<file path="config.mk">
export PLATFORM = sky130hd
export DESIGN_NAME = vec_frontend_top
export DESIGN_NICKNAME = d
export VERILOG_FILES = /design/src/common/vdec_pkg.sv /design/src/common/isa_pkg.sv /design/src/rtl/vec_frontend_top.sv /design/src/decoder/vec_isa_decoder.sv /design/src/rtl/instr_queue.sv /design/src/rtl/instr_fetch.sv
export SDC_FILE = /design/constraint.sdc
export NUM_CORES = 1
export LEC_CHECK = 0
export ABC_AREA = 0
export BUFFER_PORTS_ARGS = -buffer_cell sky130_fd_sc_hd__buf_2
export CAP_MARGIN = 20
export CORE_MARGIN = 2
export CORE_UTILIZATION = 56
export DETAILED_ROUTE_END_ITERATION = 12
export GPL_TIMING_DRIVEN = 0
export PLACE_DENSITY_LB_ADDON = 0.12
export SYNTH_ARGS = -nofsm -noshare
export SYNTH_HDL_FRONTEND = slang
export SYNTH_SLANG_ARGS = --single-unit
</file>
<file path="constraint.sdc">
create_clock -name clk -period 4.37 [get_ports clk]
set_input_delay 0.874 -clock clk [delete_from_list [all_inputs] [get_ports clk]]
set_output_delay 0.874 -clock clk [all_outputs]
set_load 0.05 [all_outputs]
</file>
<file path="src/common/vdec_pkg.sv">
`default_nettype none

package vdec_pkg;

    // vector register file address width, sets the record layout
    localparam int rf_addr_w = 8;

    typedef enum logic [2:0] {
        sop_lui  = 3'b000,
        sop_addi = 3'b001,
        sop_bne  = 3'b010,
        sop_add  = 3'b011,
        sop_none = 3'b100
    } scalar_op_e;

    typedef enum logic [2:0] {
        vop_macc = 3'b011,
        vop_none = 3'b100
    } vector_op_e;

    // one decoded instruction
    typedef struct packed {
        logic [4:0]           rs1;
        logic [4:0]           rs2;
        logic [4:0]           rd;
        logic [11:0]          cfg_imm;
        logic                 cfg_wen;
        logic                 is_vle32;
        logic                 is_vse32;
        logic                 is_vmacc;
        logic                 is_vmv;
        logic                 is_stream_out;
        logic                 is_bne;
        logic                 is_csr;
        logic                 is_lui;
        logic                 is_not_vect;
        logic [11:0]          branch_imm;
        logic [31:0]          scalar_imm;
        scalar_op_e           scalar_op;
        vector_op_e           vector_op;
        logic                 scalar_wen;
        logic                 stream_valid;
        logic [rf_addr_w-1:0] vr_addr;
        logic [rf_addr_w-1:0] vw_addr;
        logic [2:0]           vlen;
    } dec_ctrl_t;

    // wishbone classic master request, read only
    typedef struct packed {
        logic        cyc;
        logic        stb;
        logic [31:0] adr;
    } wb_req_t;

endpackage

`default_nettype wire

</file>
<file path="src/common/isa_pkg.sv">
`default_nettype none

package isa_pkg;

    // major opcodes, bits 6:0 of the word
    localparam logic [6:0] op_vector     = 7'h57;  // vmacc, vmv.vi, vsetivli
    localparam logic [6:0] op_vload      = 7'h07;  // vle32
    localparam logic [6:0] op_vstore     = 7'h27;  // vse32
    localparam logic [6:0] op_stream_out = 7'h7f;  // custom extension slot
    localparam logic [6:0] op_branch     = 7'h63;
    localparam logic [6:0] op_alu_imm    = 7'h13;
    localparam logic [6:0] op_alu_reg    = 7'h33;
    localparam logic [6:0] op_lui        = 7'h37;
    localparam logic [6:0] op_csr        = 7'h03;  // csr read form used by this core

    // funct3 selectors inside the opcode groups
    localparam logic [2:0] f3_vmacc    = 3'h0;
    localparam logic [2:0] f3_vmv_vi   = 3'h5;
    localparam logic [2:0] f3_vsetivli = 3'h7;
    localparam logic [2:0] f3_bne      = 3'h1;
    localparam logic [2:0] f3_add      = 3'h0;  // shared by add and addi

    // funct7 of plain add
    localparam logic [6:0] f7_base = 7'h00;

    // cycle counter csr, carried in bits 31:20
    localparam logic [11:0] csr_cycle_addr = 12'hc00;

    // r-type style field split
    typedef struct packed {
        logic [6:0] funct7;
        logic [4:0] rs2;
        logic [4:0] rs1;
        logic [2:0] funct3;
        logic [4:0] rd;
        logic [6:0] opcode;
    } scalar_view_t;

    // vsetivli layout
    typedef struct packed {
        logic [1:0]  rsvd;     // bits 31:30, not decoded
        logic [11:0] cfg_imm;  // bits 29:18
        logic [2:0]  vlen;     // bits 17:15, length code
        logic [2:0]  funct3;
        logic [4:0]  rd;
        logic [6:0]  opcode;
    } vcfg_view_t;

    // one 32-bit word, two readings
    typedef union packed {
        scalar_view_t s;
        vcfg_view_t   v;
    } instr_word_u;

endpackage

`default_nettype wire
</file>
<file path="src/rtl/vec_frontend_top.sv">
`timescale 1ns/100ps
`default_nettype none

module vec_frontend_top #(
    parameter int          queue_depth = 4,
    parameter logic [31:0] reset_addr  = 32'h0
) (
    input  wire logic           clk,
    input  wire logic           reset,
    output vdec_pkg::wb_req_t   wb_req,
    input  wire logic [31:0]    wb_dat,
    input  wire logic           wb_ack,
    output logic                dec_valid,
    output vdec_pkg::dec_ctrl_t dec_ctrl,
    input  wire logic           dec_ready
);

    localparam int cnt_w = $clog2(queue_depth + 1);

    // fetch to queue
    logic             push;
    logic [31:0]      push_data;
    logic [cnt_w-1:0] queue_count;

    // queue to decoder
    logic [31:0]      head;
    logic             not_empty;
    logic             pop;

    instr_fetch #(
        .queue_depth (queue_depth),
        .reset_addr  (reset_addr)
    ) u_fetch (
        .clk         (clk),
        .reset       (reset),
        .wb_req      (wb_req),
        .wb_dat      (wb_dat),
        .wb_ack      (wb_ack),
        .queue_count (queue_count),
        .push        (push),
        .push_data   (push_data)
    );

    instr_queue #(
        .depth     (queue_depth)
    ) u_queue (
        .clk       (clk),
        .reset     (reset),
        .push      (push),
        .push_data (push_data),
        .pop       (pop),
        .head      (head),
        .not_empty (not_empty),
        .count     (queue_count)
    );

    vec_isa_decoder u_decoder (
        .clk       (clk),
        .reset     (reset),
        .head      (head),
        .not_empty (not_empty),
        .pop       (pop),
        .dec_valid (dec_valid),
        .dec_ctrl  (dec_ctrl),
        .dec_ready (dec_ready)
    );

endmodule

`default_nettype wire

</file>
<file path="src/decoder/vec_isa_decoder.sv">
`timescale 1ns/100ps
`default_nettype none

module vec_isa_decoder (
    input  wire logic         clk,
    input  wire logic         reset,
    input  wire logic [31:0]  head,
    input  wire logic         not_empty,
    output logic              pop,
    output logic              dec_valid,
    output vdec_pkg::dec_ctrl_t dec_ctrl,
    input  wire logic         dec_ready
);

    localparam int aw = vdec_pkg::rf_addr_w;

    isa_pkg::instr_word_u instr;
    vdec_pkg::dec_ctrl_t  dec_next;
    logic [2:0]           vlen;
    logic                 is_vsetivli;
    logic                 is_addi;
    logic                 is_add;
    logic [4:0]           vs2;
    logic [4:0]           vd;

    // vector register number to base address
    // codes 0..4 keep the low code+1 bits at the top,
    // codes 5..7 slide all five bits further down, both are reg << (aw-1-code)
    function automatic logic [aw-1:0] scale_addr(input logic [4:0] r, input logic [2:0] code);
        logic [aw-1:0] wide;
        wide = {{(aw-5){1'b0}}, r};
        return wide << (aw - 1 - int'(code));
    endfunction

    assign instr = head;

    // take a word when one is there and the output slot frees up
    assign pop = not_empty && (!dec_valid || dec_ready);

    assign is_vsetivli = (instr.s.opcode == isa_pkg::op_vector) &&
                         (instr.s.funct3 == isa_pkg::f3_vsetivli);
    assign is_addi     = (instr.s.opcode == isa_pkg::op_alu_imm) &&
                         (instr.s.funct3 == isa_pkg::f3_add);
    assign is_add      = (instr.s.opcode == isa_pkg::op_alu_reg) &&
                         (instr.s.funct3 == isa_pkg::f3_add) &&
                         (instr.s.funct7 == isa_pkg::f7_base);

    // store names its data register in the rd slot
    assign vd  = instr.s.rd;
    assign vs2 = (instr.s.opcode == isa_pkg::op_vstore) ? instr.s.rd : instr.s.rs2;

    always_comb begin
        dec_next = '0;

        // register fields straight from the word
        dec_next.rs1 = instr.s.rs1;
        dec_next.rs2 = instr.s.rs2;
        dec_next.rd  = instr.s.rd;

        // config layout
        dec_next.cfg_imm = instr.v.cfg_imm;
        dec_next.cfg_wen = is_vsetivli;

        // class flags
        dec_next.is_vle32      = (instr.s.opcode == isa_pkg::op_vload);
        dec_next.is_vse32      = (instr.s.opcode == isa_pkg::op_vstore);
        dec_next.is_vmacc      = (instr.s.opcode == isa_pkg::op_vector) &&
                                 (instr.s.funct3 == isa_pkg::f3_vmacc);
        dec_next.is_vmv        = (instr.s.opcode == isa_pkg::op_vector) &&
                                 (instr.s.funct3 == isa_pkg::f3_vmv_vi);
        dec_next.is_stream_out = (instr.s.opcode == isa_pkg::op_stream_out);
        dec_next.is_bne        = (instr.s.opcode == isa_pkg::op_branch) &&
                                 (instr.s.funct3 == isa_pkg::f3_bne);
        dec_next.is_csr        = (instr.s.opcode == isa_pkg::op_csr) &&
                                 ({instr.s.funct7, instr.s.rs2} == isa_pkg::csr_cycle_addr);
        dec_next.is_lui        = (instr.s.opcode == isa_pkg::op_lui);

        // vsetivli itself counts as non-vector, lets the pipe stall on it
        dec_next.is_not_vect = !(dec_next.is_vmacc || dec_next.is_vle32 ||
                                 dec_next.is_vse32 || dec_next.is_vmv ||
                                 dec_next.is_stream_out);

        // bne offset, b-type bit scramble
        dec_next.branch_imm = {instr.s.funct7[6], instr.s.rd[0],
                               instr.s.funct7[5:0], instr.s.rd[4:1]};

        // sign-extended i-type or upper immediate
        if (is_addi) begin
            dec_next.scalar_imm = {{20{instr.s.funct7[6]}}, instr.s.funct7, instr.s.rs2};
        end else begin
            dec_next.scalar_imm = {instr.s.funct7, instr.s.rs2, instr.s.rs1,
                                   instr.s.funct3, 12'h000};
        end

        // priority as in the scalar unit
        if (dec_next.is_lui) begin
            dec_next.scalar_op = vdec_pkg::sop_lui;
        end else if (is_addi) begin
            dec_next.scalar_op = vdec_pkg::sop_addi;
        end else if (dec_next.is_bne) begin
            dec_next.scalar_op = vdec_pkg::sop_bne;
        end else if (is_add) begin
            dec_next.scalar_op = vdec_pkg::sop_add;
        end else begin
            dec_next.scalar_op = vdec_pkg::sop_none;
        end

        dec_next.vector_op = dec_next.is_vmacc ? vdec_pkg::vop_macc : vdec_pkg::vop_none;
        dec_next.scalar_wen = is_addi || dec_next.is_lui || dec_next.is_csr || is_add;

        // mac result or explicit stream-out feeds the output stream
        dec_next.stream_valid = dec_next.is_vmacc || dec_next.is_stream_out;

        // length in force before this word
        dec_next.vr_addr = scale_addr(vs2, vlen);
        dec_next.vw_addr = scale_addr(vd, vlen);
        dec_next.vlen    = vlen;
    end

    // length register, updated as the vsetivli word leaves the queue
    always_ff @(posedge clk) begin
        if (reset) begin
            vlen <= 3'd0;
        end else if (pop && is_vsetivli) begin
            vlen <= instr.v.vlen;
        end
    end

    // output slot
    always_ff @(posedge clk) begin
        if (reset) begin
            dec_valid <= 1'b0;
        end else if (pop) begin
            dec_valid <= 1'b1;
        end else if (dec_ready) begin
            dec_valid <= 1'b0;
        end
    end

    always_ff @(posedge clk) begin
        if (pop) begin
            dec_ctrl <= dec_next;
        end
    end

    // stalled record must not change under the consumer
    a_hold_stalled: assert property (@(posedge clk) disable iff (reset)
        dec_valid && !dec_ready |=> dec_valid && $stable(dec_ctrl));

endmodule

`default_nettype wire

</file>
<file path="src/rtl/instr_queue.sv">
`timescale 1ns/100ps
`default_nettype none

module instr_queue #(
    parameter int depth = 4
) (
    input  wire logic                         clk,
    input  wire logic                         reset,
    input  wire logic                         push,
    input  wire logic [31:0]                  push_data,
    input  wire logic                         pop,
    output logic [31:0]                       head,
    output logic                              not_empty,
    output logic [$clog2(depth+1)-1:0]        count
);

    localparam int ptr_w = (depth > 1) ? $clog2(depth) : 1;

    logic [31:0]      mem [depth];
    logic [ptr_w-1:0] wr_ptr;
    logic [ptr_w-1:0] rd_ptr;
    logic             full;

    assign full      = (int'(count) == depth);
    assign not_empty = (count != '0);
    assign head      = mem[rd_ptr];

    // storage, no reset needed on the data
    always_ff @(posedge clk) begin
        if (push) begin
            mem[wr_ptr] <= push_data;
        end
    end

    // pointers wrap at depth, which need not be a power of two
    always_ff @(posedge clk) begin
        if (reset) begin
            wr_ptr <= '0;
            rd_ptr <= '0;
            count  <= '0;
        end else begin
            if (push) begin
                wr_ptr <= (int'(wr_ptr) == depth - 1) ? '0 : wr_ptr + 1'b1;
            end
            if (pop) begin
                rd_ptr <= (int'(rd_ptr) == depth - 1) ? '0 : rd_ptr + 1'b1;
            end
            // simultaneous push and pop leaves occupancy alone
            if (push && !pop) begin
                count <= count + 1'b1;
            end else if (pop && !push) begin
                count <= count - 1'b1;
            end
        end
    end

    // fetch must not overrun us
    a_no_overflow: assert property (@(posedge clk) disable iff (reset)
        push |-> !full);

    // decoder only pops a real word
    a_no_underflow: assert property (@(posedge clk) disable iff (reset)
        pop |-> not_empty);

endmodule

`default_nettype wire

</file>
<file path="src/rtl/instr_fetch.sv">
`timescale 1ns/100ps
`default_nettype none

module instr_fetch #(
    parameter int          queue_depth = 4,
    parameter logic [31:0] reset_addr  = 32'h0
) (
    input  wire logic                               clk,
    input  wire logic                               reset,
    output vdec_pkg::wb_req_t                       wb_req,
    input  wire logic [31:0]                        wb_dat,
    input  wire logic                               wb_ack,
    input  wire logic [$clog2(queue_depth+1)-1:0]   queue_count,
    output logic                                    push,
    output logic [31:0]                             push_data
);

    vdec_pkg::wb_req_t req_q;
    logic              room;
    logic              xfer_done;

    // handshake completes on this edge
    assign xfer_done = req_q.stb && wb_ack;

    // word sitting in push_data is not in the count yet
    assign room = (int'(queue_count) + int'(push)) < queue_depth;

    always_ff @(posedge clk) begin
        if (reset) begin
            req_q.cyc <= 1'b0;
            req_q.stb <= 1'b0;
            req_q.adr <= reset_addr;
            push      <= 1'b0;
        end else begin
            push <= 1'b0;
            if (xfer_done) begin
                // close the cycle, one idle cycle follows
                req_q.cyc <= 1'b0;
                req_q.stb <= 1'b0;
                req_q.adr <= req_q.adr + 32'd4;
                push      <= 1'b1;
            end else if (!req_q.stb && room) begin
                req_q.cyc <= 1'b1;
                req_q.stb <= 1'b1;
            end
        end
    end

    // read data latched on the acked edge
    always_ff @(posedge clk) begin
        if (xfer_done) begin
            push_data <= wb_dat;
        end
    end

    assign wb_req = req_q;

    // classic bus: strobe only inside a cycle
    a_stb_in_cyc: assert property (@(posedge clk) disable iff (reset)
        wb_req.stb |-> wb_req.cyc);

endmodule

`default_nettype wire

</file>
==> impl_metrics.env <==
export IMPL_drt_pass1_iter_count=5
export IMPL_drt_wl_total_mm=21.6
export IMPL_io_buffers=175
export IMPL_synth_edf_count=248
export IMPL_regToRegEndpoint="u_decoder.dec_ctrl[18]"
export IMPL_dpl_cell_count=1163
export IMPL_cts_hold_buf=0
export IMPL_grt_pass1_vias=6581
export IMPL_vias=6541
export IMPL_vias_per_cell=5.37
export IMPL_relSlewSlack=0.400
export IMPL_drt_wirelength_per_cell_um=17.7
export IMPL_clock_latency_ns=0.55
export IMPL_fin_tns_setup_ns=0
export IMPL_async_flop_share=0
export IMPL_use_met1=0.263
export IMPL_power_density_nw_per_um2=734
export IMPL_cts_root_buf="clkbuf_16"
export IMPL_nets=969
export IMPL_final_setup_viol_count=0
export IMPL_grt_max_degree=49
export IMPL_core_area_um2=20100
export IMPL_ys_types=58
export IMPL_hold_end="u_decoder.dec_ctrl[0]"
export IMPL_hold_violations=0
export IMPL_netlist_area_leader_share=0.654
export IMPL_post_cts_setup_buffer_count=0
export IMPL_htree_levels=1
export IMPL_finalMaxSlewViolations=0
export IMPL_ys_seq_area_frac=0.733
export IMPL_crit_path_end_kind="flop"
export IMPL_met2_usage=0.344
export IMPL_hold_depth=0
export IMPL_drt_antenna_violating_nets=0
export IMPL_diodes=0
export IMPL_finalCritPeriodShare=0.704
export IMPL_synth_seq_cells=293
export IMPL_reg2regPathDepth=6
export IMPL_p_leak_nw=5.14
export IMPL_clock_path_buffers=3
export IMPL_ys_top_cells_by_area="edfxtp_1, dfxtp_1, mux4_2"
export IMPL_dp_hpwl_mm=14.7
export IMPL_rows=52
export IMPL_avgSynthCellArea_um2=15.9
export IMPL_placed_area_um2=12600
export IMPL_die_area_um2=21500
export IMPL_hold_class="flop to flop"
export IMPL_syn_to_final_growth_pct=19.4
export IMPL_busiest_layer="met2"
export IMPL_cts_resized=0
export IMPL_drc=0
export IMPL_timing_fmax_mhz=325
export IMPL_hold_ws_ns=0.453
export IMPL_worstMarginPinSlew_ns=0.900
export IMPL_cts_buffers=28
export IMPL_yosysWarnings=0
export IMPL_status="finished, final reports clean"
export IMPL_synth_most_common_cell="edfxtp_1"
export IMPL_synthTopCellsByCount="edfxtp_1, nand2_1, nor2_1, dfxtp_1, mux4_2"
export IMPL_ir_drop_v=0.000334
export IMPL_finalCriticalPeriod_ns=3.07
export IMPL_crit_arrival_ns=3.36
export IMPL_final_area_um2=13600
export IMPL_drv_cap=0
export IMPL_drt_iter0_drc=369
export IMPL_antenna_found_initial=0
export IMPL_fp_dieW_um=147
export IMPL_ff2ff_setup_slack_ns=1.30
export IMPL_grt_ovfl_total=0
export IMPL_critPathMaxFanout=10
export IMPL_grt_use_met3=0.0413
export IMPL_crit_required_ns=4.65
export IMPL_numClockSinks=293
export IMPL_total_power_mw=9.98
export IMPL_min_from="u_decoder.vlen[0]"
export IMPL_ioPinCount=179
export IMPL_instances_no_fill=1217
export IMPL_track_usage=0.202
export IMPL_synthCells=716
export IMPL_grt_pass1_wl_mm=34.1
export IMPL_cts_tree="done"
export IMPL_yosys_area_top_type="edfxtp_1"
export IMPL_dp_slack_ns=1.33
export IMPL_fin_ws_ns=1.30
export IMPL_fin_skew_ns=0.0216
export IMPL_die_height_um=147
export IMPL_synth_area_um2=11400
export IMPL_start_util=0.567
export IMPL_layout_drive_gt1_share=0.326
export IMPL_path_clk_slew_ns=0.06
export IMPL_ys_dominant_reg_cell="edfxtp_1"
export IMPL_final_util=0.677
export IMPL_worstSetupPathType="flop to flop"
export IMPL_rsz0062_at_grt="no"
export IMPL_gp_congestion=0.822
export IMPL_start_kind="flop"
-- registers in the layout (all words and copies together) (netlist names), named ones only --
signal,flops
u_fetch.push_data,32
u_decoder.dec_valid,1
u_decoder.vlen,3
u_queue.rd_ptr,2
u_queue.count,3
u_queue.mem,128
u_decoder.dec_ctrl,88
u_queue.wr_ptr,2
u_fetch.push,1
u_fetch.wb_req,31
-- cell type report --
cell class,count,area [µm²]
clock buffers,38,801
plain buffers,44,300
flip-flops and latches,293,8350
repair buffers,178,906
clock inverters,14,154
fillers,1402,6500
well taps,270,338
multi-input cells,352,2650
inverters,28,108
-- layer usage --
layer / wire length [µm] / share of wire
met1: 8910 / 0.41
met2: 10800 / 0.50
met3: 1450 / 0.067
met4: 461 / 0.021
met5: 0 / 0
-- worst max-delay path by stage --
stage	slack, ns	cells after the start	startpoint	end
after floorplan	1.04	3	dec_ready	u_decoder.dec_ctrl[0]
after detailed placement	1.33	6	flop	u_decoder.dec_ctrl[18]
after global placement	0.28	4	dec_ready	u_decoder.dec_ctrl[81]
final	1.30	6	flop	u_decoder.dec_ctrl[18]
after CTS	1.30	6	flop	u_decoder.dec_ctrl[18]
after global routing	1.19	6	flop	u_decoder.dec_ctrl[18]
-- critical path: stages (launching register included) --
cell,delay (ns)
dfxtp_1,0.45
buf_2,0.34
mux4_2,0.64
o41ai_1,0.76
a32o_1,0.34
o22ai_1,0.11
a21o_1,0.19
-- kinds of logic (layout without fill, tap and decap cells) --
group                      count (synthesis)  after routing  synth area share
muxes                                     45             45            0.0759
xor gates and xnor gates                  30             30            0.0231
adders and majority gates                  8              8           0.00944
other                                      1              2          0.000329
and+or+nand+nor                          229            229             0.101
DFF                                      293            293             0.733
AOI/OAI and AO/OA                         38             38            0.0217
buffers and inverters                     72            302            0.0356
-- power breakdown --
group	internal (mW)	leakage (nW)	switching [mW]	total, mW
clock	1.46	0.471	0.962	2.42
sequential	3.70	2.68	0.187	3.89
combinational	0.862	1.99	2.80	3.67
-- cell usage in the layout, fill, tap and decap left out, drive strengths merged, types with 10 or more instances in the layout --
master    n
nor3     14
clkinv   13
nand4    13
buf     213
mux2i    11
and2     10
xnor2    11
mux4     33
clkbuf   47
nand3    20
xor2     19
nor2     68
nand2    69
edfxtp  248
dfxtp    45
a21oi    11
inv      25
No activity file was read; power rests on OpenSTA's default activity.
